### src/hdl/mmc5_params.svh
// Mapper constants; CPU side only, fixed 22-bit PRG/CHR outputs, 8 kB RAM pages from $6000
`ifndef MMC5_PARAMS_SVH
`define MMC5_PARAMS_SVH

// Bus widths
`define MMC5_PRG_ADDR_W 16 // CPU address
`define MMC5_PRG_OUT_W 22 // Mapped PRG address
`define MMC5_CHR_OUT_W 22 // Mapped CHR address
`define MMC5_CHR_ADDR_W 14 // PPU address
`define MMC5_CHR_BANK_W 10 // Upper 2 bits from $5130 plus written byte
`define MMC5_EXRAM_AW 10 // 1 KB extended RAM

// Address windows, compared against prg_ain[15:10]
`define MMC5_REG_WINDOW 6'b010100 // $5000-$53FF
`define MMC5_EXRAM_WINDOW 6'b010111 // $5C00-$5FFF

// Scanline compare target must be below this to fire
`define MMC5_IRQ_LAST_LINE 240

// Upper bits of the mapped save RAM region
// 64 kB of RAM at most, three page bits below this
`define MMC5_PRG_RAM_BASE 6'b111100

// Upper bits of the mapped CHR ROM region
`define MMC5_CHR_ROM_BASE 2'b10

// Address bit that separates sprite set $5120-$5127 from background set $5128-$512B
`define MMC5_BG_SET_BIT 3

`endif

### src/hdl/mmc5_pkg.sv
// Mapper types; register offsets are relative to $5000 and list only the implemented registers
package mmc5_pkg;

	// $5100 PRG bank layout
	typedef enum logic [1:0] {
		PRG_32K    = 2'd0,
		PRG_16K    = 2'd1,
		PRG_16K_8K = 2'd2,
		PRG_8K     = 2'd3
	} prg_mode_e;

	// $5101 CHR page size
	typedef enum logic [1:0] {
		CHR_8K = 2'd0,
		CHR_4K = 2'd1,
		CHR_2K = 2'd2,
		CHR_1K = 2'd3
	} chr_mode_e;

	// $5104 ExRAM usage, only RAM and ROM behave fully here
	typedef enum logic [1:0] {
		EX_NT   = 2'd0,
		EX_ATTR = 2'd1,
		EX_RAM  = 2'd2,
		EX_ROM  = 2'd3
	} exram_mode_e;

	// Register offsets inside the $5000 window
	typedef enum logic [9:0] {
		REG_PRG_MODE = 10'h100, REG_CHR_MODE = 10'h101,
		REG_PRG_PROT_1 = 10'h102, REG_PRG_PROT_2 = 10'h103,
		REG_EX_MODE = 10'h104, REG_MIRROR = 10'h105,
		REG_PRG_RAM_BANK = 10'h113,
		REG_PRG_BANK_0 = 10'h114, REG_PRG_BANK_1 = 10'h115,
		REG_PRG_BANK_2 = 10'h116, REG_PRG_BANK_3 = 10'h117,
		REG_CHR_BANK_0 = 10'h120, REG_CHR_BANK_1 = 10'h121,
		REG_CHR_BANK_2 = 10'h122, REG_CHR_BANK_3 = 10'h123,
		REG_CHR_BANK_4 = 10'h124, REG_CHR_BANK_5 = 10'h125,
		REG_CHR_BANK_6 = 10'h126, REG_CHR_BANK_7 = 10'h127,
		REG_CHR_BANK_8 = 10'h128, REG_CHR_BANK_9 = 10'h129,
		REG_CHR_BANK_A = 10'h12a, REG_CHR_BANK_B = 10'h12b,
		REG_CHR_UPPER = 10'h130,
		REG_IRQ_SCANLINE = 10'h203, REG_IRQ_STATUS = 10'h204,
		REG_MUL_A = 10'h205, REG_MUL_B = 10'h206
	} mmc5_reg_e;

endpackage

### src/hdl/mmc5_scanline_irq.sv
// Scanline IRQ; relies on ppu_scanline bit 0 toggling once per line, targets 1-239 only
`timescale 1ns/100ps
`include "mmc5_params.svh"

module mmc5_scanline_irq import mmc5_pkg::*; (
	input  logic                        clk,
	input  logic                        rst_n,
	input  logic                        ce,
	input  logic                        ppu_ce,
	input  logic                        prg_read,
	input  logic [`MMC5_PRG_ADDR_W-1:0] prg_ain,
	input  logic                        ppu_in_frame,
	input  logic [8:0]                  ppu_scanline,
	input  logic [7:0]                  irq_scanline, // $5203 target
	input  logic                        irq_enable,
	output logic                        irq_pending,
	output logic                        irq
);

	logic last_line_bit; // Scanline LSB from the last strobe

	// CPU read of $5204 acknowledges
	wire status_ack = ce && prg_read && (prg_ain[15:10] == `MMC5_REG_WINDOW) &&
		(prg_ain[9:0] == REG_IRQ_STATUS);

	// Target 0 or past the visible lines never fires
	wire line_hit = (irq_scanline != 8'd0) && (irq_scanline < `MMC5_IRQ_LAST_LINE) &&
		(ppu_scanline == {1'b0, irq_scanline});

	wire new_line = (ppu_scanline[0] != last_line_bit);

	always_ff @(posedge clk or negedge rst_n) begin
		if (!rst_n) begin
			last_line_bit <= 1'b0;
			irq_pending   <= 1'b0;
		end else if (ce || ppu_ce) begin
			last_line_bit <= ppu_scanline[0];
			if (status_ack || !ppu_in_frame)
				irq_pending <= 1'b0; // Clear wins over set
			else if (new_line && line_hit)
				irq_pending <= 1'b1;
		end
	end

	assign irq = irq_pending && irq_enable;

endmodule

### config.mk
export PLATFORM = sky130hd
export DESIGN_NAME = mmc5_scanline_irq
export DESIGN_NICKNAME = d
export VERILOG_FILES = /design/src/hdl/mmc5_pkg.sv /design/src/hdl/mmc5_scanline_irq.sv
export VERILOG_INCLUDE_DIRS = /design/src /design/src/hdl
export SDC_FILE = /design/constraint.sdc
export NUM_CORES = 1
export LEC_CHECK = 0
export ABC_AREA = 0
export BUFFER_PORTS_ARGS = -buffer_cell sky130_fd_sc_hd__buf_2
export CORE_AREA = 2 2 39 41
export DETAILED_ROUTE_END_ITERATION = 16
export DIE_AREA = 0 0 41 43
export PLACE_DENSITY = 0.67
export SYNTH_ARGS = -nofsm -noshare
export SYNTH_HDL_FRONTEND = slang
export SYNTH_SLANG_ARGS = --single-unit
### constraint.sdc
create_clock -name clk -period 1.3 [get_ports clk]
set_clock_uncertainty 0.05 [all_clocks]
set_input_delay 0.13 -clock clk [delete_from_list [all_inputs] [get_ports clk]]
set_output_delay 0.13 -clock clk [all_outputs]
set_load 0.03 [all_outputs]
==> metrics.txt <==
clock sink total=2; 1st-pass router iterations=4; Critical Path Start Type=flip-flop; remaining antenna violation count=0; crit path DAT=1270 ps; Synth Instances=32; Initial Util=19.7%; crit-path cells=xnor2_1 > nor4_2 > o2111ai_1 > a211oi_1; CTS clock-pin slew for the worst setup and hold paths=30 ps; initial drt markers=2; cell area after synthesis=273 µm²; hold_ws=118 ps; main area contributors after synthesis=xor2_1 22%, dfrtp_1 18%, nor4_1 9.2%; first-pass GRT wire length=1370 µm; Antenna diodes=0; Mapped Avg Cell Area=8.52 µm²; total routed wirelength=889 µm; Yosys reg bits=2; most common cell after layout, fill and taps aside=buf_2; Mapped Nets=72; DRC Markers=0; die height=43 µm; gpl congestion=0.602; H-tree lvl count=1; kind of end point of the critical path=flip-flop; Slew Limit Fails=0; pwr dens=604 nW/µm²; vias in the first global route=384; period utilisation layout=91.4%; Ys Warns=0; crit path max fanout=2; # port buffers=41; Design Power=0.320 mW; setup TNS=0 ps; max_slew headroom=76.5%; Routed WL per cell=9.56 µm; final layout net count=119; post-DP HPWL=791 µm; final hold vios=0; CTS Buf Count=3; sequential cell area=50.0 µm²; Final Critical Period=1190 ps; Row Count=14; most frequent cells in the layout=41 x buf_2, 7 x xor2_1, 4 x nor4_1; fmax=842 MHz; Final WS setup=112 ps; die area=1760 µm²; initial antenna violation count=0; Final setup violation count=0; gr ovfl total=0; dpl ws=-42.5 ps; Placed Area=498 µm²; CTS tree=built; total leakage power=0.271 nW; clk_lat worst skew=230 ps; outcome=finished, final reports clean; Die X=41 µm; CTS resizes=0; slew at the pin closest to its max-slew limit=350 ps; Yosys cell types=20; CP peak stage delay=370 ps; Root Driver=clkbuf_4; worst hold path type=in -> reg; Yosys top cell by area=xor2_1; Design Area, Final=531 µm²; GRT Util Overall=12.0%; largest net degree at the start of global routing=4; Max stage delay cell, worst path=dfrtp_1; Worst EP required=1380 ps; worst vdd ir=0.203 mV; RSZ-0062 raised after global routing=true; total number of vias=424; fillers=156; layout cells sized above 1=59.7%; Max clock buf depth=2; register area share after synthesis=18.3%; Ports=42; area grow syn2layout=94.5%; max-cap violations=0; footprint of the multi-input gates=219 µm²; via-per-instance ratio=4.56; Synth top area share=22.5%; total core area=1380 µm²; CP Class=reg -> reg
==> flip-flops by register name, summed over array words and instances, names as in the netlist <==
| name | count |
|---|---|
| last_line_bit | 1 |
| irq_pending | 1 |
==> worst max-delay path: cells and delay by family, from the launching register on <==
| kind | cells | cell delay, ps |
|---|---|---|
| xor+xnor | 1 | 140 |
| flops | 1 | 370 |
| simple gates | 1 | 150 |
| compound gates | 2 | 370 |
==> cells by family (layout without fill, tap and decap cells) <==
group,Yosys count,in the layout,share of synthesized area [%]
compound gates,5,5,15.6
xor+xnor,8,8,25.7
buf+inv,1,46,1.37
flops,2,2,18.3
mux,1,1,4.13
simple gates,15,15,34.9
==> Yosys cell counts (all sizes together) <==
cell type,number
mux2,1
nand2,1
nor2,3
o2111ai,1
nor4,5
inv,1
a31oi,1
nand4b,1
or4b,1
a211oi,2
dfrtp,2
nand3,1
nor3,1
o21bai,1
xnor2,1
or4,1
and2,1
xor2,7
==> power breakdown <==
part	internal (mW)	leakage (nW)	switching, mW	total (mW)
sequential	0.0654	0.0256	0.00169	0.0671
combinational	0.0661	0.231	0.0454	0.112
clock	0.102	0.0138	0.0395	0.142
==> per-stage QoR <==
step | instances | util, %
floorplan | 32 | -
global placement | 89 | 36.0
detailed placement | 89 | 36.0
CTS | 93 | 38.3
global route | 93 | 38.3
finish | 93 | 38.3
==> path summary, 6_finish.rpt <==
check,slack (ps),depth (start not counted),end,start
worst max-delay path,110,4,irq_pending,last_line_bit
worst min-delay path,120,2,last_line_bit,ppu_scanline[0]
worst max register to register,110,4,irq_pending,last_line_bit
worst min register to register,460,1,last_line_bit,last_line_bit
max in group asynchronous,930,2,irq_pending,rst_n
min in group asynchronous,170,2,last_line_bit,rst_n
==> what timing repair did <==
action                                 CTS  global route
pin swaps                                3             0
endpoints found under the hold margin    2             0
buffers inserted                         0             0
setup endpoints to repair                1             1
gates cloned                             0             0
hold buffers                             1             0
==> cell type report <==
class	count	share of cell area (%)
timing repair buffer	42	40.6
tap	16	3.77
multi-input combinational	29	41.3
clock buffer	3	4.25
sequential	2	9.43
inverter	1	0.708
==> routing by layer <==
metal	track usage, %	up-vias	part of all wire (%)
met1	12.2	177	37
met2	19.1	29	49
li1	-	214	-
met4	10.0	0	1.8
met3	3.14	4	12
met5	0	-	0
Note: power is estimated with default switching activity, not from simulation.
