<file path="config.mk">
export PLATFORM = sky130hd
export DESIGN_NAME = mmc5_chr_map
export DESIGN_NICKNAME = d
export VERILOG_FILES = /design/src/hdl/mmc5_pkg.sv /design/src/hdl/mmc5_chr_map.sv
export VERILOG_INCLUDE_DIRS = /design/src /design/src/hdl
export SDC_FILE = /design/constraint.sdc
export NUM_CORES = 1
export LEC_CHECK = 0
export BUFFER_PORTS_ARGS = -buffer_cell sky130_fd_sc_hd__buf_2
export CORE_MARGIN = 2
export CORE_UTILIZATION = 38
export DETAILED_ROUTE_END_ITERATION = 10
export GPL_ROUTABILITY_DRIVEN = 0
export PLACE_DENSITY = 0.84
export SLEW_MARGIN = 20
export SYNTH_ARGS = -nofsm -noshare
export SYNTH_HDL_FRONTEND = slang
export SYNTH_SLANG_ARGS = --single-unit
</file>
<file path="constraint.sdc">
create_clock -name vclk -period 2.4
set_input_delay 0.24 -clock vclk [all_inputs]
set_output_delay 0.24 -clock vclk [all_outputs]
set_load 0.005 [all_outputs]
</file>
<file path="src/hdl/mmc5_params.svh">
// Mapper constants; CPU side only, fixed 22-bit PRG/CHR outputs, 8 kB RAM pages from $6000
`ifndef MMC5_PARAMS_SVH
`define MMC5_PARAMS_SVH

// Bus widths
`define MMC5_PRG_ADDR_W 16 // CPU address
`define MMC5_PRG_OUT_W 22 // Mapped PRG address
`define MMC5_CHR_OUT_W 22 // Mapped CHR address
`define MMC5_CHR_ADDR_W 14 // PPU address
`define MMC5_CHR_BANK_W 10 // Upper 2 bits from $5130 plus written byte
`define MMC5_EXRAM_AW 10 // 1 KB extended RAM

// Address windows, compared against prg_ain[15:10]
`define MMC5_REG_WINDOW 6'b010100 // $5000-$53FF
`define MMC5_EXRAM_WINDOW 6'b010111 // $5C00-$5FFF

// Scanline compare target must be below this to fire
`define MMC5_IRQ_LAST_LINE 240

// Upper bits of the mapped save RAM region
// 64 kB of RAM at most, three page bits below this
`define MMC5_PRG_RAM_BASE 6'b111100

// Upper bits of the mapped CHR ROM region
`define MMC5_CHR_ROM_BASE 2'b10

// Address bit that separates sprite set $5120-$5127 from background set $5128-$512B
`define MMC5_BG_SET_BIT 3

`endif

</file>
<file path="src/hdl/mmc5_pkg.sv">
// Mapper types; register offsets are relative to $5000 and list only the implemented registers
package mmc5_pkg;

	// $5100 PRG bank layout
	typedef enum logic [1:0] {
		PRG_32K    = 2'd0,
		PRG_16K    = 2'd1,
		PRG_16K_8K = 2'd2,
		PRG_8K     = 2'd3
	} prg_mode_e;

	// $5101 CHR page size
	typedef enum logic [1:0] {
		CHR_8K = 2'd0,
		CHR_4K = 2'd1,
		CHR_2K = 2'd2,
		CHR_1K = 2'd3
	} chr_mode_e;

	// $5104 ExRAM usage, only RAM and ROM behave fully here
	typedef enum logic [1:0] {
		EX_NT   = 2'd0,
		EX_ATTR = 2'd1,
		EX_RAM  = 2'd2,
		EX_ROM  = 2'd3
	} exram_mode_e;

	// Register offsets inside the $5000 window
	typedef enum logic [9:0] {
		REG_PRG_MODE = 10'h100, REG_CHR_MODE = 10'h101,
		REG_PRG_PROT_1 = 10'h102, REG_PRG_PROT_2 = 10'h103,
		REG_EX_MODE = 10'h104, REG_MIRROR = 10'h105,
		REG_PRG_RAM_BANK = 10'h113,
		REG_PRG_BANK_0 = 10'h114, REG_PRG_BANK_1 = 10'h115,
		REG_PRG_BANK_2 = 10'h116, REG_PRG_BANK_3 = 10'h117,
		REG_CHR_BANK_0 = 10'h120, REG_CHR_BANK_1 = 10'h121,
		REG_CHR_BANK_2 = 10'h122, REG_CHR_BANK_3 = 10'h123,
		REG_CHR_BANK_4 = 10'h124, REG_CHR_BANK_5 = 10'h125,
		REG_CHR_BANK_6 = 10'h126, REG_CHR_BANK_7 = 10'h127,
		REG_CHR_BANK_8 = 10'h128, REG_CHR_BANK_9 = 10'h129,
		REG_CHR_BANK_A = 10'h12a, REG_CHR_BANK_B = 10'h12b,
		REG_CHR_UPPER = 10'h130,
		REG_IRQ_SCANLINE = 10'h203, REG_IRQ_STATUS = 10'h204,
		REG_MUL_A = 10'h205, REG_MUL_B = 10'h206
	} mmc5_reg_e;

endpackage

</file>
<file path="src/hdl/mmc5_chr_map.sv">
// CHR mapper and nametable routing, combinational; no split or ExRAM nametable override
`timescale 1ns/100ps
`include "mmc5_params.svh"

module mmc5_chr_map import mmc5_pkg::*; (
	input  logic [`MMC5_CHR_ADDR_W-1:0]        chr_ain,
	input  chr_mode_e                          chr_mode,
	input  logic [11:0][`MMC5_CHR_BANK_W-1:0]  chr_bank,
	input  logic                               chr_last,
	input  logic [7:0]                         mirroring,    // 2 bits per quadrant
	input  logic                               ppu_in_frame,
	input  logic                               ppu_sprite16,
	input  logic [8:0]                         ppu_cycle,
	output logic [`MMC5_CHR_OUT_W-1:0]         chr_aout,
	output logic                               vram_a10,
	output logic                               vram_ce
);

	logic [3:0]                  bank_idx;
	logic [`MMC5_CHR_BANK_W-1:0] bank;
	logic [`MMC5_CHR_BANK_W-1:0] chr_sel; // 1 kB page number
	logic [1:0]                  mirr_bits;

	// Sprite fetches run from cycle 256 to 319
	wire is_bg_fetch = !(ppu_cycle[8] && !ppu_cycle[6]);

	// 0 = sprite set $5120-$5127, 1 = background set $5128-$512B
	wire chr_set = (ppu_sprite16 && ppu_in_frame) ? is_bg_fetch : chr_last;

	// Register index per mode and set
	always_comb begin
		if (!chr_set) begin
			case (chr_mode)
				CHR_8K: bank_idx = 4'd7;
				CHR_4K: bank_idx = {1'b0, chr_ain[12], 2'b11}; // 3 or 7
				CHR_2K: bank_idx = {1'b0, chr_ain[12:11], 1'b1}; // 1, 3, 5, 7
				default: bank_idx = {1'b0, chr_ain[12:10]};
			endcase
		end else begin
			// Background set only covers 4 kB, mirrored into both halves
			case (chr_mode)
				CHR_8K, CHR_4K: bank_idx = 4'd11;
				CHR_2K: bank_idx = {2'b10, chr_ain[11], 1'b1}; // 9 or 11
				default: bank_idx = {2'b10, chr_ain[11:10]};
			endcase
		end
	end

	assign bank = chr_bank[bank_idx];

	// Low page bits come from the address in larger modes
	always_comb begin
		case (chr_mode)
			CHR_8K:  chr_sel = {bank[6:0], chr_ain[12:10]};
			CHR_4K:  chr_sel = {bank[7:0], chr_ain[11:10]};
			CHR_2K:  chr_sel = {bank[8:0], chr_ain[10]};
			default: chr_sel = bank;
		endcase
	end

	assign chr_aout = {`MMC5_CHR_ROM_BASE, chr_sel, chr_ain[9:0]};

	// Quadrant select from A11:A10
	// 00 = CIRAM A, 01 = CIRAM B, 1x leaves CIRAM off
	always_comb begin
		case (chr_ain[11:10])
			2'd0:    mirr_bits = mirroring[1:0];
			2'd1:    mirr_bits = mirroring[3:2];
			2'd2:    mirr_bits = mirroring[5:4];
			default: mirr_bits = mirroring[7:6];
		endcase
	end

	assign vram_a10 = mirr_bits[0];
	assign vram_ce  = chr_ain[13] && !mirr_bits[1]; // Nametable space only

endmodule

</file>
==> summary.md <==
| Metric | Value |
|---|---|
| Status | finished clean |
| Critical Path Start Type | input port |
| Number of global-route vias before repair | 2,722 |
| Hold WC Path Type | input port to output port |
| Total global routing overflow | 0 |
| Most common cell after layout, fill and taps aside | buf_2 |
| Initial antenna violation count | 0 |
| Avg Synthesized Cell Area | 6.84 sq um |
| DR vias/cell | 6.06 |
| Hold Buf Count CTS | 0 |
| Crit path max fanout | 9 |
| Most frequent cells in the layout | buf_2, nand2_1, o21ai_0, mux2i_1, buf_4 |
| Leak | 1.45 nW |
| Ant. Diodes | 0 |
| # IOs | 180 |
| Hold Path Origin | chr_ain[3] |
| Core area | 4690 sq um |
| Fraction of layout cells with a size suffix above 1 | 52.1% |
| Port Buffers | 151 |
| Sequential fraction of the synthesis area | 0% |
| DRT iter0 DRCs | 308 |
| Warnings, synthesis | 0 |
| Fin crit share | 99.7% |
| Fin util | 60.7% |
| Post-DP HPWL | 6.42 mm |
| Largest net degree at the start of global routing | 42 |
| Crit Path Class | input port to output port |
| Nets | 569 |
| Die Y | 73.5 microns |
| Max Transition Viols Final | 0 |
| Crit. End Element | output port |
| Syn nets | 424 |
| Final hold violation count | 0 |
| Post-Synthesis Cells | 268 |
| Drt wl/cell | 17.8 microns |
| Hold Path End | chr_aout[3] |
| First-pass GRT wire length | 12.2 mm |
| Finish-stage setup viols | 0 |
| Clkbuf count | 0 |
| Fmax | 418 MHz |
| Seq_cells | 0 |
| Die width | 73.5 microns |
| ANT nets after route | 0 |
| WP data required | 2.16 ns |
| PwrDens | 202 nW/um^2 |
| Core Rows | 25 |
| Tmin final | 2.39 ns |
| Placed inst area | 2680 sq um |
| Depth of the worst hold-timing path | 0 |
| DRC Markers | 0 |
| Register area | 0 sq um |
| CP arrival | 2.15 ns |
| Area grow syn2layout | 55.2% |
| Die area | 5400 sq um |
| Post-Route WL | 8.30 mm |
| Distinct cells, synth | 48 |
| MaxCap Viol Count | 0 |
| Post-Layout Inst Area | 2850 sq um |
| VDD IR max | 97.2 uV |
| Global-route usage over all layers | 28.0% |
| Via count | 2,816 |
| Initial core utilization | 39.1% |
| DR pass1 iterations | 5 |
| Post-Syn Area | 1830 sq um |
metal layers:
layer	share of wire (%)	wire (microns)	track usage [%]	vias to the layer above
met5	0	0	0	-
met4	2.9	241	7.27	0
met3	10	862	3.16	32
met2	48	3960	50.6	203
met1	39	3230	34.9	1264
li1	-	-	-	1317
cells in the mapped netlist (2+ instances only):
cell / instances / area, sq um
a211oi_1: 18 / 135
a21oi_1: 7 / 35.0
a221oi_1: 8 / 70.1
a22o_1: 2 / 17.5
a31oi_1: 3 / 18.8
a32oi_1: 3 / 26.3
and2_1: 3 / 18.8
and3b_1: 6 / 52.6
and4b_1: 2 / 20.0
buf_2: 14 / 70.1
buf_4: 13 / 97.6
clkbuf_1: 10 / 37.5
conb_1: 2 / 7.51
inv_1: 4 / 15.0
mux2_2: 4 / 45.0
mux2i_1: 23 / 230
mux4_2: 6 / 135
nand2_1: 28 / 105
nand2b_1: 2 / 12.5
nand3_1: 5 / 25.0
nand4bb_1: 5 / 56.3
nor2_1: 21 / 78.8
nor2b_1: 6 / 37.5
nor3_1: 6 / 30.0
nor4_1: 2 / 12.5
o2111a_1: 2 / 22.5
o211ai_1: 3 / 22.5
o21ai_0: 25 / 125
o21bai_1: 2 / 15.0
o22ai_1: 9 / 56.3
or2_2: 2 / 12.5
or3_1: 5 / 31.3
or4bb_1: 2 / 22.5
through the flow:
step / TNS, ns / hold WS, ns / cells / setup WS (ns) / power, mW
after floorplan: 0 / 0.561 / 268 / 0.341 / 0.292
after global placement: 0 / 0.480 / 462 / 0.0315 / 0.507
after detailed placement: -0.000904 / 0.480 / 462 / -0.000904 / 0.521
after CTS: 0 / 0.480 / 462 / 0.0167 / 0.525
after global routing: -0.0991 / 0.480 / 465 / -0.0279 / 0.619
final: 0 / 0.480 / 465 / 0.00677 / 0.574
worst max-delay path by stage:
| stage | to | slack, ns | from |
|---|---|---|---|
| after CTS | chr_aout[13] | 0.02 | chr_mode[0] |
| after detailed placement | chr_aout[18] | -0.0009 | chr_ain[10] |
| final | chr_aout[15] | 0.007 | chr_mode[0] |
| after floorplan | chr_aout[15] | 0.34 | chr_ain[10] |
| after global placement | chr_aout[19] | 0.03 | chr_ain[11] |
| after global routing | chr_aout[18] | -0.03 | chr_mode[0] |
logic make-up after synthesis:
family	synth area share, %
buffers and inverters	12.6
AOI/OAI and AO/OA	35.2
and+or+nand+nor	29.4
other	0.409
muxes	22.4
where the power goes:
part           total (mW)  switching, mW  internal [mW]
Clock                   0              0              0
Combinational       0.574          0.280          0.294
Sequential              0              0              0
Total               0.574          0.280          0.294
layout make-up:
cell class	count	area, sq um
multi-input cells	226	1690
fillers	447	1850
inverters	4	15.0
well taps	54	67.6
repair buffers	181	1070
repair_timing:
item	4_1_cts	5_1_grt
setup endpoints to repair	1	8
gates cloned	0	2
resized for setup	1	24
pin swaps	0	2
setup buffers	0	1
worst max-delay path, stage by stage:
cell and delay (ns):
clkbuf_4 0.19, or4bb_1 0.53, o21ai_2 0.10, a211oi_2 0.10, o311a_1 0.38, or3_1 0.37
o21a_1 0.11, buf_2 0.13
Power figures use the tool's default switching activity.
