### src/hdl/mmc5_params.svh
// Mapper constants; CPU side only, fixed 22-bit PRG/CHR outputs, 8 kB RAM pages from $6000
`ifndef MMC5_PARAMS_SVH
`define MMC5_PARAMS_SVH

// Bus widths
`define MMC5_PRG_ADDR_W 16 // CPU address
`define MMC5_PRG_OUT_W 22 // Mapped PRG address
`define MMC5_CHR_OUT_W 22 // Mapped CHR address
`define MMC5_CHR_ADDR_W 14 // PPU address
`define MMC5_CHR_BANK_W 10 // Upper 2 bits from $5130 plus written byte
`define MMC5_EXRAM_AW 10 // 1 KB extended RAM

// Address windows, compared against prg_ain[15:10]
`define MMC5_REG_WINDOW 6'b010100 // $5000-$53FF
`define MMC5_EXRAM_WINDOW 6'b010111 // $5C00-$5FFF

// Scanline compare target must be below this to fire
`define MMC5_IRQ_LAST_LINE 240

// Upper bits of the mapped save RAM region
// 64 kB of RAM at most, three page bits below this
`define MMC5_PRG_RAM_BASE 6'b111100

// Upper bits of the mapped CHR ROM region
`define MMC5_CHR_ROM_BASE 2'b10

// Address bit that separates sprite set $5120-$5127 from background set $5128-$512B
`define MMC5_BG_SET_BIT 3

`endif

### src/hdl/mmc5_pkg.sv
// Mapper types; register offsets are relative to $5000 and list only the implemented registers
package mmc5_pkg;

	// $5100 PRG bank layout
	typedef enum logic [1:0] {
		PRG_32K    = 2'd0,
		PRG_16K    = 2'd1,
		PRG_16K_8K = 2'd2,
		PRG_8K     = 2'd3
	} prg_mode_e;

	// $5101 CHR page size
	typedef enum logic [1:0] {
		CHR_8K = 2'd0,
		CHR_4K = 2'd1,
		CHR_2K = 2'd2,
		CHR_1K = 2'd3
	} chr_mode_e;

	// $5104 ExRAM usage, only RAM and ROM behave fully here
	typedef enum logic [1:0] {
		EX_NT   = 2'd0,
		EX_ATTR = 2'd1,
		EX_RAM  = 2'd2,
		EX_ROM  = 2'd3
	} exram_mode_e;

	// Register offsets inside the $5000 window
	typedef enum logic [9:0] {
		REG_PRG_MODE = 10'h100, REG_CHR_MODE = 10'h101,
		REG_PRG_PROT_1 = 10'h102, REG_PRG_PROT_2 = 10'h103,
		REG_EX_MODE = 10'h104, REG_MIRROR = 10'h105,
		REG_PRG_RAM_BANK = 10'h113,
		REG_PRG_BANK_0 = 10'h114, REG_PRG_BANK_1 = 10'h115,
		REG_PRG_BANK_2 = 10'h116, REG_PRG_BANK_3 = 10'h117,
		REG_CHR_BANK_0 = 10'h120, REG_CHR_BANK_1 = 10'h121,
		REG_CHR_BANK_2 = 10'h122, REG_CHR_BANK_3 = 10'h123,
		REG_CHR_BANK_4 = 10'h124, REG_CHR_BANK_5 = 10'h125,
		REG_CHR_BANK_6 = 10'h126, REG_CHR_BANK_7 = 10'h127,
		REG_CHR_BANK_8 = 10'h128, REG_CHR_BANK_9 = 10'h129,
		REG_CHR_BANK_A = 10'h12a, REG_CHR_BANK_B = 10'h12b,
		REG_CHR_UPPER = 10'h130,
		REG_IRQ_SCANLINE = 10'h203, REG_IRQ_STATUS = 10'h204,
		REG_MUL_A = 10'h205, REG_MUL_B = 10'h206
	} mmc5_reg_e;

endpackage

### src/hdl/mmc5_prg_map.sv
// PRG address mapper, purely combinational; bank 3 always maps ROM, banks 0-2 bit 7 picks ROM
`timescale 1ns/100ps
`include "mmc5_params.svh"

module mmc5_prg_map import mmc5_pkg::*; (
	input  logic [`MMC5_PRG_ADDR_W-1:0] prg_ain,
	input  logic                        prg_write,
	input  prg_mode_e                   prg_mode,
	input  logic [3:0][7:0]             prg_bank,
	input  logic [2:0]                  prg_ram_bank,
	input  logic                        prg_ram_we,
	output logic [`MMC5_PRG_OUT_W-1:0]  prg_aout,
	output logic                        prg_allow
);

	// Bit 7 high = ROM page, low = RAM page in bits 2:0
	logic [7:0] prg_sel;
	wire  [6:0] last_bank = prg_bank[3][6:0];

	always_comb begin
		prg_sel = {5'b0, prg_ram_bank}; // $6000-$7FFF in every mode
		if (prg_ain[15]) begin
			case (prg_mode)
				PRG_32K: prg_sel = {1'b1, last_bank[6:2], prg_ain[14:13]};
				PRG_16K: begin
					if (prg_ain[14])
						prg_sel = {1'b1, last_bank[6:1], prg_ain[13]};
					else
						prg_sel = {prg_bank[1][7:1], prg_ain[13]};
				end
				PRG_16K_8K: begin
					case (prg_ain[14:13])
						2'b10:   prg_sel = prg_bank[2];          // $C000 8 kB
						2'b11:   prg_sel = {1'b1, last_bank};    // $E000 8 kB
						default: prg_sel = {prg_bank[1][7:1], prg_ain[13]}; // $8000 16 kB
					endcase
				end
				PRG_8K: begin
					if (prg_ain[14:13] == 2'b11)
						prg_sel = {1'b1, last_bank};
					else
						prg_sel = prg_bank[prg_ain[14:13]];
				end
			endcase
		end
	end

	// 8 kB pages, RAM relocated to the save area
	assign prg_aout = {prg_sel[7] ? {2'b00, prg_sel[6:0]} : {`MMC5_PRG_RAM_BASE, prg_sel[2:0]},
		prg_ain[12:0]};

	// Reads anywhere from $6000, writes only to unlocked RAM
	assign prg_allow = (prg_ain >= 16'h6000) && (!prg_write || (!prg_sel[7] && prg_ram_we));

endmodule

### config.mk
export PLATFORM = sky130hd
export DESIGN_NAME = mmc5_prg_map
export DESIGN_NICKNAME = d
export VERILOG_FILES = /design/src/hdl/mmc5_pkg.sv /design/src/hdl/mmc5_prg_map.sv
export VERILOG_INCLUDE_DIRS = /design/src /design/src/hdl
export SDC_FILE = /design/constraint.sdc
export NUM_CORES = 1
export LEC_CHECK = 0
export ABC_CLOCK_PERIOD_IN_PS = 2000
export BUFFER_PORTS_ARGS = -buffer_cell sky130_fd_sc_hd__buf_2
export CORE_MARGIN = 2
export CORE_UTILIZATION = 31
export DETAILED_ROUTE_END_ITERATION = 7
export GPL_TIMING_DRIVEN = 0
export PLACE_DENSITY = 0.8
export SLEW_MARGIN = 15
export SYNTH_ARGS = -nofsm -noshare
export SYNTH_HDL_FRONTEND = slang
export SYNTH_SLANG_ARGS = --single-unit
export TNS_END_PERCENT = 5
### constraint.sdc
create_clock -name vclk -period 2
set_clock_uncertainty 0.05 [all_clocks]
set_input_delay 0.4 -clock vclk [all_inputs]
set_output_delay 0.4 -clock vclk [all_outputs]
set_load 0.02 [all_outputs]
==> results of run 1 <==
cells in the mapped netlist, types with 3 or more instances:
cell type / count
inv_1: 4
nor2b_1: 4
clkbuf_1: 3
buf_2: 4
o22ai_1: 4
o21ai_0: 4
nand2b_1: 4
buf_4: 14
o21a_1: 3
a211oi_1: 4
a21oi_1: 6
a221oi_1: 3
nor2_1: 12
power by group:
part           switching (mW)  total, mW  leakage, nW  internal (mW)
Combinational           0.138      0.269        0.541          0.131
Sequential                  0          0            0              0
Clock                       0          0            0              0
per-layer routing:
layer / share of wire / GRT usage
met5: 0 / 0
met4: 0 / 0
met3: 0.085 / 0.0121
met2: 0.51 / 0.358
met1: 0.41 / 0.209
cell families (layout without fill, tap and decap cells):
kind of cell,after synthesis,count (layout),synth area share
mux,4,4,0.0717
buf+inv,26,89,0.252
simple gates,31,31,0.252
compound gates,38,38,0.424
through the flow:
step	setup slack [ns]	utilization	hold WS, ns	cell area [sq um]	power (mW)
finish	-0.166	0.540	0.966	1060	0.269
global route	-0.288	0.540	0.971	1060	0.290
CTS	-0.144	0.535	0.968	1050	0.266
detailed placement	-0.300	0.509	0.968	998	0.252
global placement	-0.262	0.509	0.968	998	0.244
floorplan	-0.172	-	0.843	654	0.161
timing repair:
action / in CTS / in global routing
setup endpoints to repair: 10 / 10
buffers inserted: 1 / 0
resized for setup: 15 / 4
pin swaps: 6 / 1
gates cloned: 0 / 0
layout make-up:
cell class / count / share of cell area
repair buffers: 63 / 0.308
plain buffers: 22 / 0.164
well taps: 27 / 0.0319
multi-input cells: 73 / 0.482
inverters: 4 / 0.0142
final timing paths:
path	startpoint	depth (start not counted)	to
hold / removal	prg_ain[11]	2	prg_aout[11]
setup / recovery	prg_ain[13]	6	prg_aout[18]
==> flow_metrics.env, run 1 <==
export IMPL_grt_first_pass_wirelength_microns=3640
export IMPL_fp_row_count=16
export IMPL_io_pins=78
export IMPL_synth_area_leaders="buf_4 (16%), nor2_1 (7.0%), a21oi_1 (4.7%), a211oi_1 (4.7%), a221oi_1 (4.1%)"
export IMPL_dp_hpwl_microns=1880
export IMPL_cp_slowest_stage_delay_ns=0.33
export IMPL_gp_congestion=0.790
export IMPL_maxCapViolCount=0
export IMPL_violations="setup timing"
export IMPL_netlist_area_sq_um=646
export IMPL_status="complete, but fails checks"
export IMPL_seq_cell_count=0
export IMPL_worstPathCellList="buf_8, mux2_4, a222oi_1, o22ai_1, or3_1, buf_6"
export IMPL_setup_viol_count_final=8
export IMPL_setup_tns_ns=-0.670
export IMPL_hold_viol=0
export IMPL_dr_pass1_iters=4
export IMPL_multiInputGateArea_sq_um=510
export IMPL_ctsHoldBuffers=0
export IMPL_ant_nets=0
export IMPL_die_y_microns=49.6
export IMPL_synth_cells=99
export IMPL_numPortBuffers=62
export IMPL_grt_pass1_vias=886
export IMPL_core_sq_um=1960
export IMPL_routed_wirelength_microns=2280
export IMPL_worst_slack_ns=-0.166
export IMPL_n_clock_buffer=0
export IMPL_diodes=0
export IMPL_drive_gt1_frac=0.568
export IMPL_die_x_microns=49.6
export IMPL_final_cell_mix="buf_2 (60), buf_4 (19), nor2_1 (12)"
export IMPL_remaining_drc_errors=0
export IMPL_path_class="in -> out"
export IMPL_dieArea_sq_um=2460
export IMPL_cp_required_ns=1.55
export IMPL_crit_slowest_cell="or3_1"
export IMPL_endpoint_kind="primary output"
export IMPL_num_vias=958
export IMPL_max_slew_margin=0.739
export IMPL_dp_cells=188
export IMPL_min_path_type="in -> out"
export IMPL_fin_crit_sh=1.08
export IMPL_max_freq_ghz=0.462
export IMPL_rsz0062_at_grt="yes"
export IMPL_syn_nets=154
export IMPL_fin_crit_ns=2.17
export IMPL_tightest_slew_ns=0.392
export IMPL_wl_per_cell_microns=12.1
export IMPL_synth_warnings=0
export IMPL_worst_ep_arrival_time_ns=1.72
export IMPL_fillCellCount=215
export IMPL_ff_latch_area_sq_um=0
export IMPL_start_util=0.329
export IMPL_grt_max_degree=11
export IMPL_syn_mean_instance_area_sq_um=6.52
export IMPL_synth_top_area_share=0.163
export IMPL_antenna_found_initial=0
export IMPL_final_cells=189
export IMPL_synth_cell_types=36
export IMPL_finalMaxSlewViolations=0
export IMPL_grt_use_total=0.176
export IMPL_critical_path_top_delay_family="compound AO/OA/AOI/OAI gates"
export IMPL_critPathLaunchType="primary input"
export IMPL_ir_drop_v=0.000114
export IMPL_vias_per_cell=5.07
export IMPL_overflow=0
export IMPL_layout_cells_most_common="buf_2"
export IMPL_syn_to_final_growth_pct=64.1
export IMPL_drt_iter0_drc=20
export IMPL_yosysSeqAreaShare=0
export IMPL_synth_top_cell_by_area="buf_4"
export IMPL_p_leak_nw=0.541
export IMPL_layout_nets=219
export IMPL_path_buf_inv=2
export IMPL_crit_fanout=6
export IMPL_p_per_area_nw_per_um2=253
Power figures use the tool's default switching activity.
==> run 2: changes to the inputs <==
--- a/config.mk
+++ b/config.mk
@@ -13,6 +13,7 @@
 export DETAILED_ROUTE_END_ITERATION = 7
 export GPL_TIMING_DRIVEN = 0
 export PLACE_DENSITY = 0.8
+export RECOVER_POWER = 25
 export SLEW_MARGIN = 15
 export SYNTH_ARGS = -nofsm -noshare
 export SYNTH_HDL_FRONTEND = slang
==> run 2 against run 1 <==
Effect of this change:
- the run still ends with setup timing left
- die area stayed put
- total power is 0.30% lower
- wire length hardly changed
- via count stayed put
- non-clock buffer count stayed put
- sequential cell count stayed put
- clock-buffer cell count stayed put
- critical path type unchanged
- highest routed layer unchanged
==> flow_metrics.env, run 2 (synthesis results as in run 1) <==
export IMPL_fin_crit_sh=1.08
export IMPL_gp_congestion=0.790
export IMPL_setup_viol_count_final=8
export IMPL_start_util=0.329
export IMPL_diodes=0
export IMPL_remaining_drc_errors=0
export IMPL_path_class="in -> out"
export IMPL_vias_per_cell=5.07
export IMPL_worst_slack_ns=-0.166
export IMPL_final_cell_mix="buf_2 (57), buf_4 (19), nor2_1 (12)"
export IMPL_grt_use_total=0.176
export IMPL_seq_cell_count=0
export IMPL_combPwrFrac=1.000
export IMPL_numPortBuffers=62
export IMPL_routed_wirelength_microns=2280
export IMPL_dp_hpwl_microns=1880
export IMPL_max_slew_margin=0.739
export IMPL_p_sw_mw=0.138
export IMPL_final_area_sq_um=1060
export IMPL_n_clock_buffer=0
export IMPL_hold_viol=0
export IMPL_p_sw_frac=0.514
export IMPL_grt_first_pass_wirelength_microns=3640
export IMPL_io_pins=78
export IMPL_holdWs_ns=0.966
export IMPL_tightest_slew_ns=0.392
export IMPL_worst_ep_arrival_time_ns=1.72
export IMPL_grt_max_degree=11
export IMPL_seq_power_share=0
export IMPL_core_sq_um=1960
export IMPL_dr_pass1_iters=4
export IMPL_drt_iter0_drc=20
export IMPL_placed_cell_area_sq_um=998
export IMPL_die_x_microns=49.6
export IMPL_drive_gt1_frac=0.549
export IMPL_p_per_area_nw_per_um2=254
export IMPL_ant_nets=0
export IMPL_cp_slowest_stage_delay_ns=0.33
export IMPL_p_leak_nw=0.533
export IMPL_finalMaxSlewViolations=0
export IMPL_critPathLaunchType="primary input"
export IMPL_endpoint_kind="primary output"
export IMPL_fillCellCount=218
export IMPL_ctsHoldBuffers=0
export IMPL_die_y_microns=49.6
export IMPL_overflow=0
export IMPL_cp_startpoint="prg_ain[13]"
export IMPL_ff_latch_area_sq_um=0
export IMPL_num_vias=958
export IMPL_cp_required_ns=1.55
export IMPL_dp_cells=188
export IMPL_worstPathCellList="buf_8, mux2_4, a222oi_1, o22ai_1, or3_1, buf_6"
export IMPL_intPower_mw=0.130
export IMPL_status="complete, but fails checks"
export IMPL_layout_nets=219
export IMPL_final_cells=189
export IMPL_fp_row_count=16
export IMPL_antenna_found_initial=0
export IMPL_crit_slowest_cell="or3_1"
export IMPL_grt_pass1_vias=886
export IMPL_syn_to_final_growth_pct=63.6
export IMPL_dieArea_sq_um=2460
export IMPL_wl_per_cell_microns=12.1
export IMPL_fin_util=0.538
export IMPL_maxCapViolCount=0
export IMPL_layout_cells_most_common="buf_2"
export IMPL_p_clk_frac=0
export IMPL_cp_endpoint="prg_aout[18]"
export IMPL_crit_fanout=6
export IMPL_violations="setup timing"
export IMPL_fin_crit_ns=2.17
export IMPL_rsz0062_at_grt="yes"
export IMPL_min_path_type="in -> out"
export IMPL_p_total_mw=0.268
export IMPL_ir_drop_v=0.000114
export IMPL_multiInputGateArea_sq_um=510
export IMPL_max_freq_ghz=0.462
==> run 2: power groups by stage <==
stage	combinational, mW	clock [mW]	sequential [mW]
after floorplan	0.161	0	0
after global placement	0.244	0	0
after detailed placement	0.252	0	0
after CTS	0.266	0	0
after global routing	0.289	0	0
final	0.268	0	0
==> run 2: per-layer routing <==
layer / track usage / up-vias / wire length (microns)
li1: - / 483 / -
met1: 0.209 / 428 / 925
met2: 0.358 / 47 / 1160
met3: 0.0121 / 0 / 193
met4: 0 / 0 / 0
met5: 0 / - / 0
==> run 2: timing repair <==
| item | 4_1_cts | 5_1_grt |
|---|---|---|
| buffers inserted | 1 | 0 |
| resized for setup | 15 | 4 |
| pin swaps | 6 | 1 |
| endpoints found under the setup margin | 10 | 10 |
==> run 2: worst min path at each step <==
| stage | start | to | slack (ns) | cells after the start |
|---|---|---|---|---|
| 2_1_floorplan | prg_ain[15] | prg_aout[20] | 0.84 | 1 |
| 3_3_place_gp | prg_ain[1] | prg_aout[1] | 0.97 | 2 |
| 3_5_place_dp | prg_ain[4] | prg_aout[4] | 0.97 | 2 |
| 4_1_cts | prg_ain[11] | prg_aout[11] | 0.97 | 2 |
| 5_1_grt | prg_ain[3] | prg_aout[3] | 0.98 | 2 |
| 6_report | prg_ain[11] | prg_aout[11] | 0.97 | 2 |
==> run 2: worst max-delay path: cells and delay by family <==
family	cells	cell delay (ns)
compound gates	2	0.44
buf+inv	2	0.25
mux	1	0.30
simple gates	1	0.33
==> run 2: cell type report <==
cell class,count,share of cell area
Inverter,4,0.0142
Buffer,22,0.165
Timing Repair Buffer,63,0.306
Multi-Input combinational cell,73,0.483
Tap cell,27,0.0320
==> run 2: metrics by stage <==
| stage | setup TNS (ns) | setup slack [ns] |
|---|---|---|
| after floorplan | -0.590 | -0.172 |
| after global placement | -1.37 | -0.262 |
| after detailed placement | -1.85 | -0.300 |
| after CTS | -0.704 | -0.144 |
| after global routing | -1.32 | -0.288 |
| final | -0.667 | -0.166 |
