===== config.mk =====
export PLATFORM = sky130hd
export DESIGN_NAME = mmc5_cpu_readback
export DESIGN_NICKNAME = d
export VERILOG_FILES = /design/src/hdl/mmc5_pkg.sv /design/src/hdl/mmc5_cpu_readback.sv
export VERILOG_INCLUDE_DIRS = /design/src /design/src/hdl
export SDC_FILE = /design/constraint.sdc
export NUM_CORES = 1
export LEC_CHECK = 0
export BUFFER_PORTS_ARGS = -buffer_cell sky130_fd_sc_hd__buf_2
export CORE_MARGIN = 3
export CORE_UTILIZATION = 50
export DETAILED_ROUTE_END_ITERATION = 6
export GPL_TIMING_DRIVEN = 1
export PLACE_DENSITY = 0.71
export SYNTH_ARGS = -nofsm -noshare
export SYNTH_HDL_FRONTEND = slang
export SYNTH_SLANG_ARGS = --single-unit

===== constraint.sdc =====
create_clock -name vclk -period 6.4
set_input_delay 0.96 -clock vclk [all_inputs]
set_output_delay 0.96 -clock vclk [all_outputs]
set_load 0.05 [all_outputs]

===== src/hdl/mmc5_params.svh =====
// Mapper constants; CPU side only, fixed 22-bit PRG/CHR outputs, 8 kB RAM pages from $6000
`ifndef MMC5_PARAMS_SVH
`define MMC5_PARAMS_SVH

// Bus widths
`define MMC5_PRG_ADDR_W 16 // CPU address
`define MMC5_PRG_OUT_W 22 // Mapped PRG address
`define MMC5_CHR_OUT_W 22 // Mapped CHR address
`define MMC5_CHR_ADDR_W 14 // PPU address
`define MMC5_CHR_BANK_W 10 // Upper 2 bits from $5130 plus written byte
`define MMC5_EXRAM_AW 10 // 1 KB extended RAM

// Address windows, compared against prg_ain[15:10]
`define MMC5_REG_WINDOW 6'b010100 // $5000-$53FF
`define MMC5_EXRAM_WINDOW 6'b010111 // $5C00-$5FFF

// Scanline compare target must be below this to fire
`define MMC5_IRQ_LAST_LINE 240

// Upper bits of the mapped save RAM region
// 64 kB of RAM at most, three page bits below this
`define MMC5_PRG_RAM_BASE 6'b111100

// Upper bits of the mapped CHR ROM region
`define MMC5_CHR_ROM_BASE 2'b10

// Address bit that separates sprite set $5120-$5127 from background set $5128-$512B
`define MMC5_BG_SET_BIT 3

`endif


===== src/hdl/mmc5_pkg.sv =====
// Mapper types; register offsets are relative to $5000 and list only the implemented registers
package mmc5_pkg;

	// $5100 PRG bank layout
	typedef enum logic [1:0] {
		PRG_32K    = 2'd0,
		PRG_16K    = 2'd1,
		PRG_16K_8K = 2'd2,
		PRG_8K     = 2'd3
	} prg_mode_e;

	// $5101 CHR page size
	typedef enum logic [1:0] {
		CHR_8K = 2'd0,
		CHR_4K = 2'd1,
		CHR_2K = 2'd2,
		CHR_1K = 2'd3
	} chr_mode_e;

	// $5104 ExRAM usage, only RAM and ROM behave fully here
	typedef enum logic [1:0] {
		EX_NT   = 2'd0,
		EX_ATTR = 2'd1,
		EX_RAM  = 2'd2,
		EX_ROM  = 2'd3
	} exram_mode_e;

	// Register offsets inside the $5000 window
	typedef enum logic [9:0] {
		REG_PRG_MODE = 10'h100, REG_CHR_MODE = 10'h101,
		REG_PRG_PROT_1 = 10'h102, REG_PRG_PROT_2 = 10'h103,
		REG_EX_MODE = 10'h104, REG_MIRROR = 10'h105,
		REG_PRG_RAM_BANK = 10'h113,
		REG_PRG_BANK_0 = 10'h114, REG_PRG_BANK_1 = 10'h115,
		REG_PRG_BANK_2 = 10'h116, REG_PRG_BANK_3 = 10'h117,
		REG_CHR_BANK_0 = 10'h120, REG_CHR_BANK_1 = 10'h121,
		REG_CHR_BANK_2 = 10'h122, REG_CHR_BANK_3 = 10'h123,
		REG_CHR_BANK_4 = 10'h124, REG_CHR_BANK_5 = 10'h125,
		REG_CHR_BANK_6 = 10'h126, REG_CHR_BANK_7 = 10'h127,
		REG_CHR_BANK_8 = 10'h128, REG_CHR_BANK_9 = 10'h129,
		REG_CHR_BANK_A = 10'h12a, REG_CHR_BANK_B = 10'h12b,
		REG_CHR_UPPER = 10'h130,
		REG_IRQ_SCANLINE = 10'h203, REG_IRQ_STATUS = 10'h204,
		REG_MUL_A = 10'h205, REG_MUL_B = 10'h206
	} mmc5_reg_e;

endpackage


===== src/hdl/mmc5_cpu_readback.sv =====
// CPU read mux; combinational, prg_bus_write low means open bus and the mapper stays off the bus
`timescale 1ns/100ps
`include "mmc5_params.svh"

module mmc5_cpu_readback import mmc5_pkg::*; (
	input  logic [`MMC5_PRG_ADDR_W-1:0] prg_ain,
	input  exram_mode_e                 ex_mode,
	input  logic [7:0]                  ex_rdata,
	input  logic                        irq_pending,
	input  logic                        ppu_in_frame,
	input  logic [7:0]                  mul_a,
	input  logic [7:0]                  mul_b,
	output logic [7:0]                  prg_dout,
	output logic                        prg_bus_write // Mapper drives the data bus
);

	wire [15:0] product = mul_a * mul_b; // Unsigned 8x8

	wire ex_sel  = (prg_ain[15:10] == `MMC5_EXRAM_WINDOW);
	wire reg_sel = (prg_ain[15:10] == `MMC5_REG_WINDOW);
	wire ex_readable = (ex_mode == EX_RAM) || (ex_mode == EX_ROM);

	always_comb begin
		prg_bus_write = 1'b1;
		if (ex_sel && ex_readable)
			prg_dout = ex_rdata; // Registered one clk earlier
		else if (reg_sel && (prg_ain[9:0] == REG_IRQ_STATUS))
			prg_dout = {irq_pending, ppu_in_frame, 6'b111111};
		else if (reg_sel && (prg_ain[9:0] == REG_MUL_A))
			prg_dout = product[7:0];
		else if (reg_sel && (prg_ain[9:0] == REG_MUL_B))
			prg_dout = product[15:8];
		else begin
			// Open bus, ExRAM modes 0/1 included
			prg_dout      = 8'hFF;
			prg_bus_write = 1'b0;
		end
	end

endmodule


==> impl_metrics.json, run 1 <==
{
  "status": "finished, final reports clean",
  "power_density_nw_per_um2": 190,
  "startpoint_type": "input port",
  "period_needed_ps": 6160,
  "cpMostUsedCell": "fa_1",
  "ys_types": 40,
  "syn-num-nets": 393,
  "setup-violations-final": 0,
  "syn_avg_cell_area_sq_um": 8.40,
  "grt_pass1_vias": 1947,
  "critPathBufInv": 5,
  "slew_headroom": 0.505,
  "boundaryPins": 53,
  "min_path_type": "input port to output pin",
  "num_antenna_cells": 0,
  "hpwl_mm": 4.63,
  "drc": 0,
  "viasPerCell": 5.28,
  "grt_antenna_before_repair": 0,
  "grt_overflow": 0,
  "port_buffers": 52,
  "clock_buffers": 0,
  "crit_fanout": 8,
  "critical_path.startpoint": "mul_b[7]",
  "multi_input_area_sq_um": 2160,
  "drive_above_1_share": 0.197,
  "p_leak_nw": 1.43,
  "cts.hold.buffers_added": 0,
  "grt_first_pass_wirelength_mm": 8.69,
  "critical_path_depth": 17,
  "hold_violations": 0,
  "arrival_ps": 5200,
  "nets": 448,
  "ir_worst_vdd_v": 0.000126,
  "drv_slew": 0,
  "max_stage_delay_ps": 540,
  "fin_ws_ps": 245,
  "die_h_um": 74.2,
  "antenna_left": 0,
  "end_kind": "output pin",
  "seq_area_frac_synth": 0,
  "drt_wl_total_mm": 5.06,
  "final_util": 0.610,
  "firstDrtPassIters": 4,
  "worstPathCellList": "buf_2 -> nand2_1 -> fa_1 -> fa_1 -> inv_1 -> fa_1 -> inv_1 -> fa_1 -> inv_1 -> ha_1 -> o21a_1 -> o31a_1 -> o41a_1 -> nor2_2 -> mux2i_1 -> nor3_2 -> buf_2",
  "tightest_slew_ps": 739,
  "fmax_mhz": 162,
  "fill_cells": 421,
  "wl_per_cell_um": 13.3,
  "regArea_sq_um": 0,
  "synthToLayoutAreaGrowth_pct": 15.6,
  "initial_core_util": 0.527,
  "p_total_w": 0.000512,
  "num_rows": 24,
  "first_iter_violations": 39,
  "syn_area_sq_um": 2330,
  "preCtsSetupSlack_ps": 90.4,
  "via_count": 2017,
  "slowest_stage": "fa_1",
  "fin_crit_sh": 0.962,
  "setup_tns_ps": 0,
  "critical_path_required_ps": 5440,
  "ys_warn_count": 0,
  "path_class": "input port to output pin",
  "grt_usage": 0.196,
  "core_area_sq_um": 4410,
  "seq_cells": 0,
  "grt_max_degree": 13,
  "die_area_sq_um": 5510,
  "die_w_um": 74.2,
  "rsz0062_at_grt": "no",
  "worstSetupEndpoint": "prg_dout[5]",
  "synthCells": 277,
  "max_cap_violations": 0,
  "critPathTopFamily": "adder cells",
  "gp_congestion": 0.862,
  "hold-worst-slack_ps": 2360
}
-- synthesized netlist by cell type (all sizes together) --
library cell	n	share of area
xor2	2	0.0075
a21o	2	0.0064
o22ai	4	0.011
or4	1	0.0032
a32oi	1	0.0038
nor2	14	0.024
nor2b	1	0.0059
nand4b	1	0.0038
a2111o	1	0.0048
a21boi	1	0.0032
xnor2	5	0.019
fa	36	0.31
a21oi	9	0.019
inv	49	0.079
nor4b	3	0.011
o41a	1	0.0048
o211a	1	0.0043
a221oi	1	0.0038
o21ai	12	0.027
a211oi	4	0.015
a2111oi	1	0.0038
o21a	2	0.0064
nor3	6	0.013
nor3b	1	0.0054
a311o	1	0.0043
nand2	18	0.029
nand4	3	0.011
mux2i	1	0.0043
nand3	3	0.0064
and2	52	0.14
and4bb	1	0.0054
nand2b	1	0.0027
ha	36	0.19
o31a	1	0.0038
buf	1	0.0048
-- logic make-up (layout without fill, tap and decap cells) --
group / Yosys count / count (layout) / share of synthesized area
AO/OA/AOI/OAI: 42 / 42 / 0.122
multiplexers: 1 / 1 / 0.00430
buffers and inverters: 50 / 103 / 0.0839
AND/OR/NAND/NOR: 105 / 105 / 0.260
adder cells (fa/ha/maj): 72 / 72 / 0.503
XOR/XNOR: 7 / 7 / 0.0263
-- cell type report --
type / instances / share of cell area
multi-input combinational: 227 / 0.802
timing repair buffer: 54 / 0.106
inverter: 49 / 0.0683
tap: 52 / 0.0242
-- how the worst min path moves through the flow --
stage / startpoint / endpoint / slack, ps / depth (start not counted)
after floorplan: ex_rdata[6] / prg_dout[6] / 2150 / 2
after global placement: ex_rdata[0] / prg_dout[0] / 2370 / 4
after detailed placement: ex_rdata[0] / prg_dout[0] / 2370 / 4
after CTS: ex_rdata[0] / prg_dout[0] / 2370 / 4
after global routing: prg_ain[1] / prg_bus_write / 2400 / 4
final: ex_rdata[7] / prg_dout[7] / 2360 / 4
-- layout by cell type (no fill, tap or decap), types with 5 or more instances in the layout --
| master | synthesis | layout |
|---|---|---|
| buf_2 | 0 | 50 |
| ha_1 | 36 | 36 |
| xnor2_1 | 5 | 5 |
| o21ai_0 | 9 | 9 |
| nand2_1 | 18 | 18 |
| inv_1 | 49 | 49 |
| a21oi_1 | 9 | 9 |
| and2_1 | 52 | 52 |
| fa_1 | 36 | 36 |
| nor2_1 | 13 | 13 |
-- metal layers --
metal / share of wire / global-route usage / wire length [um]
met3: 0.014 / 0 / 73
met4: 0.0038 / 0.00593 / 19
met1: 0.44 / 0.273 / 2210
met5: 0 / 0 / 0
met2: 0.54 / 0.363 / 2760
-- where the power goes --
part	total (W)	switching, W	internal [W]
Clock	0	0	0
Sequential	0	0	0
Combinational	0.000512	0.000286	0.000227
Total	0.000512	0.000286	0.000227
-- repair_timing --
action	CTS	global route
resized for setup	0	8
setup buffers	0	0
setup endpoints to repair	0	3
-- metrics by stage --
stage	instances	instance area, sq um
final	382	2690
after detailed placement	382	2670
after global routing	382	2690
after CTS	382	2670
after global placement	382	2670
after floorplan	277	2340
Power figures use the tool's default switching activity.
==> run 2, diff against run 1 <==
--- a/config.mk
+++ b/config.mk
@@ -6,12 +6,13 @@
 export SDC_FILE = /design/constraint.sdc
 export NUM_CORES = 1
 export LEC_CHECK = 0
+export ABC_AREA = 1
 export BUFFER_PORTS_ARGS = -buffer_cell sky130_fd_sc_hd__buf_2
 export CORE_MARGIN = 3
 export CORE_UTILIZATION = 50
 export DETAILED_ROUTE_END_ITERATION = 6
 export GPL_TIMING_DRIVEN = 1
-export PLACE_DENSITY = 0.71
+export PLACE_DENSITY = 0.69
 export SYNTH_ARGS = -nofsm -noshare
 export SYNTH_HDL_FRONTEND = slang
 export SYNTH_SLANG_ARGS = --single-unit
==> impl_metrics.json, run 2 <==
{
  "ir_worst_vdd_v": 0.000117,
  "cts.hold.buffers_added": 0,
  "wl_per_cell_um": 10.7,
  "min_path_type": "input port to output pin",
  "die_h_um": 80.5,
  "hold-path-cell-count": 4,
  "startpoint_type": "input port",
  "comb_power_share": 1.000,
  "power_density_nw_per_um2": 181,
  "hp-start": "ex_rdata[7]",
  "antenna_left": 0,
  "grt_max_degree": 12,
  "drc": 0,
  "critical_path_required_ps": 5440,
  "seq_area_frac_synth": 0,
  "initial_core_util": 0.530,
  "seq_cells": 0,
  "yosysMostFrequentCell": "inv_1",
  "nets": 610,
  "num_rows": 26,
  "synth.area.top_cells": "fa_1 (26%), inv_1 (18%), nand2_1 (18%), ha_1 (16%), nand3_1 (5.4%)",
  "tightest_slew_ps": 278,
  "post_cts_buffers": 0,
  "netlist.area_leader.share": 0.259,
  "grt_overflow": 0,
  "min_to": "prg_dout[7]",
  "place_area_sq_um": 3050,
  "viasPerCell": 4.77,
  "ys_types": 25,
  "crit_fanout": 8,
  "seqPwrFrac": 0,
  "num_antenna_cells": 0,
  "slowest_stage": "fa_1",
  "worstPathCellList": "buf_2 -> nand2_1 -> fa_1 -> fa_1 -> inv_1 -> fa_1 -> inv_1 -> fa_1 -> inv_1 -> ha_1 -> nand2_1 -> inv_1 -> nand2_1 -> nand2_1 -> nand2_1 -> nand3_1 -> nand2_1 -> nand3_1 -> nand2_1 -> a21oi_1 -> buf_2",
  "intPower_w": 0.000206,
  "syn_area_sq_um": 2780,
  "clkPwrFrac": 0,
  "p_leak_nw": 2.14,
  "hold_violations": 0,
  "regArea_sq_um": 0,
  "max_stage_delay_ps": 540,
  "syn_avg_cell_area_sq_um": 6.08,
  "cts_resized": 0,
  "netlist_top_cells_count": "inv_1 (135), nand2_1 (131), fa_1 (36), ha_1 (36), nor2_1 (35)",
  "grt_first_pass_wirelength_mm": 10.8,
  "arrival_ps": 4910,
  "fmax_mhz": 170,
  "synthToLayoutAreaGrowth_pct": 9.91,
  "fin_ws_ps": 535,
  "preCtsSetupSlack_ps": 523,
  "syn-num-nets": 573,
  "end_kind": "output pin",
  "path_class": "input port to output pin",
  "fill_cells": 560,
  "p_total_w": 0.000551,
  "hold-worst-slack_ps": 2310,
  "synth_top_cell_by_area": "fa_1",
  "drive_above_1_share": 0.122,
  "port_buffers": 52,
  "critPathBufInv": 6,
  "slew_headroom": 0.814,
  "die_area_sq_um": 6490,
  "core_area_sq_um": 5240,
  "final_common_cell": "inv_1",
  "rsz0062_at_grt": "no",
  "gp_congestion": 0.835,
  "sw_frac_of_total": 0.627,
  "p_sw_w": 0.000345,
  "critPathTopFamily": "adder cells",
  "ys_warn_count": 0,
  "die_w_um": 80.5,
  "setup-violations-final": 0,
  "firstDrtPassIters": 4,
  "clock_buffers": 0,
  "grt_antenna_before_repair": 0,
  "finish.instance_area_sq_um": 3050,
  "drv_slew": 0,
  "cpMostUsedCell": "nand2_1",
  "final_cell_mix": "inv_1 (135), nand2_1 (131), buf_2 (52)",
  "drt_wl_total_mm": 6.02,
  "synthCells": 457,
  "first_iter_violations": 72,
  "status": "finished, final reports clean",
  "boundaryPins": 53,
  "fin_crit_sh": 0.916,
  "grt_pass1_vias": 2593,
  "max_cap_violations": 0,
  "hpwl_mm": 5.48,
  "setup_tns_ps": 0,
  "via_count": 2682,
  "period_needed_ps": 5870,
  "grt_usage": 0.201
}
run 2: worst max path at each step:
stage             endpoint  startpoint  cells past startpoint  slack (ps)
5_1_grt        prg_dout[2]    mul_a[0]                     19         210
3_5_place_dp   prg_dout[5]    mul_a[0]                     21         520
2_1_floorplan  prg_dout[4]    mul_a[0]                     19         340
4_1_cts        prg_dout[5]    mul_a[0]                     21         520
3_3_place_gp   prg_dout[5]    mul_a[0]                     19         540
6_report       prg_dout[5]    mul_a[0]                     21         530
run 2: final cells by class:
cell class / count / area (sq um) / area share
well taps: 70 / 87.6 / 0.0287
inverters: 136 / 510 / 0.167
repair buffers: 52 / 260 / 0.0852
multi-input cells: 304 / 2190 / 0.719
run 2: logic make-up after synthesis:
logic type,after synthesis,share of synthesized area
fa+ha+maj,72,0.422
compound gates,15,0.0297
simple gates,213,0.326
xor+xnor,4,0.0126
buf+inv,153,0.210
run 2: metrics by stage:
step,util,std cells
CTS,0.583,562
global route,0.583,562
finish,0.583,562
floorplan,-,457
global placement,0.583,562
detailed placement,0.583,562
run 2: power groups by stage:
| stage | Clock [W] | Sequential (W) | Combinational [W] |
|---|---|---|---|
| 4_1_cts | 0 | 0 | 0.000557 |
| 5_1_grt | 0 | 0 | 0.000656 |
| 3_3_place_gp | 0 | 0 | 0.000542 |
| 2_1_floorplan | 0 | 0 | 0.000435 |
| 6_report | 0 | 0 | 0.000551 |
| 3_5_place_dp | 0 | 0 | 0.000551 |
run 2: layer usage:
metal | up-vias | part of all wire | global-route usage
met4 | 0 | 0 | 0.00676
met3 | 0 | 0.033 | 0.00785
li1 | 1394 | - | -
met5 | - | 0 | 0
met2 | 42 | 0.50 | 0.374
met1 | 1246 | 0.47 | 0.272
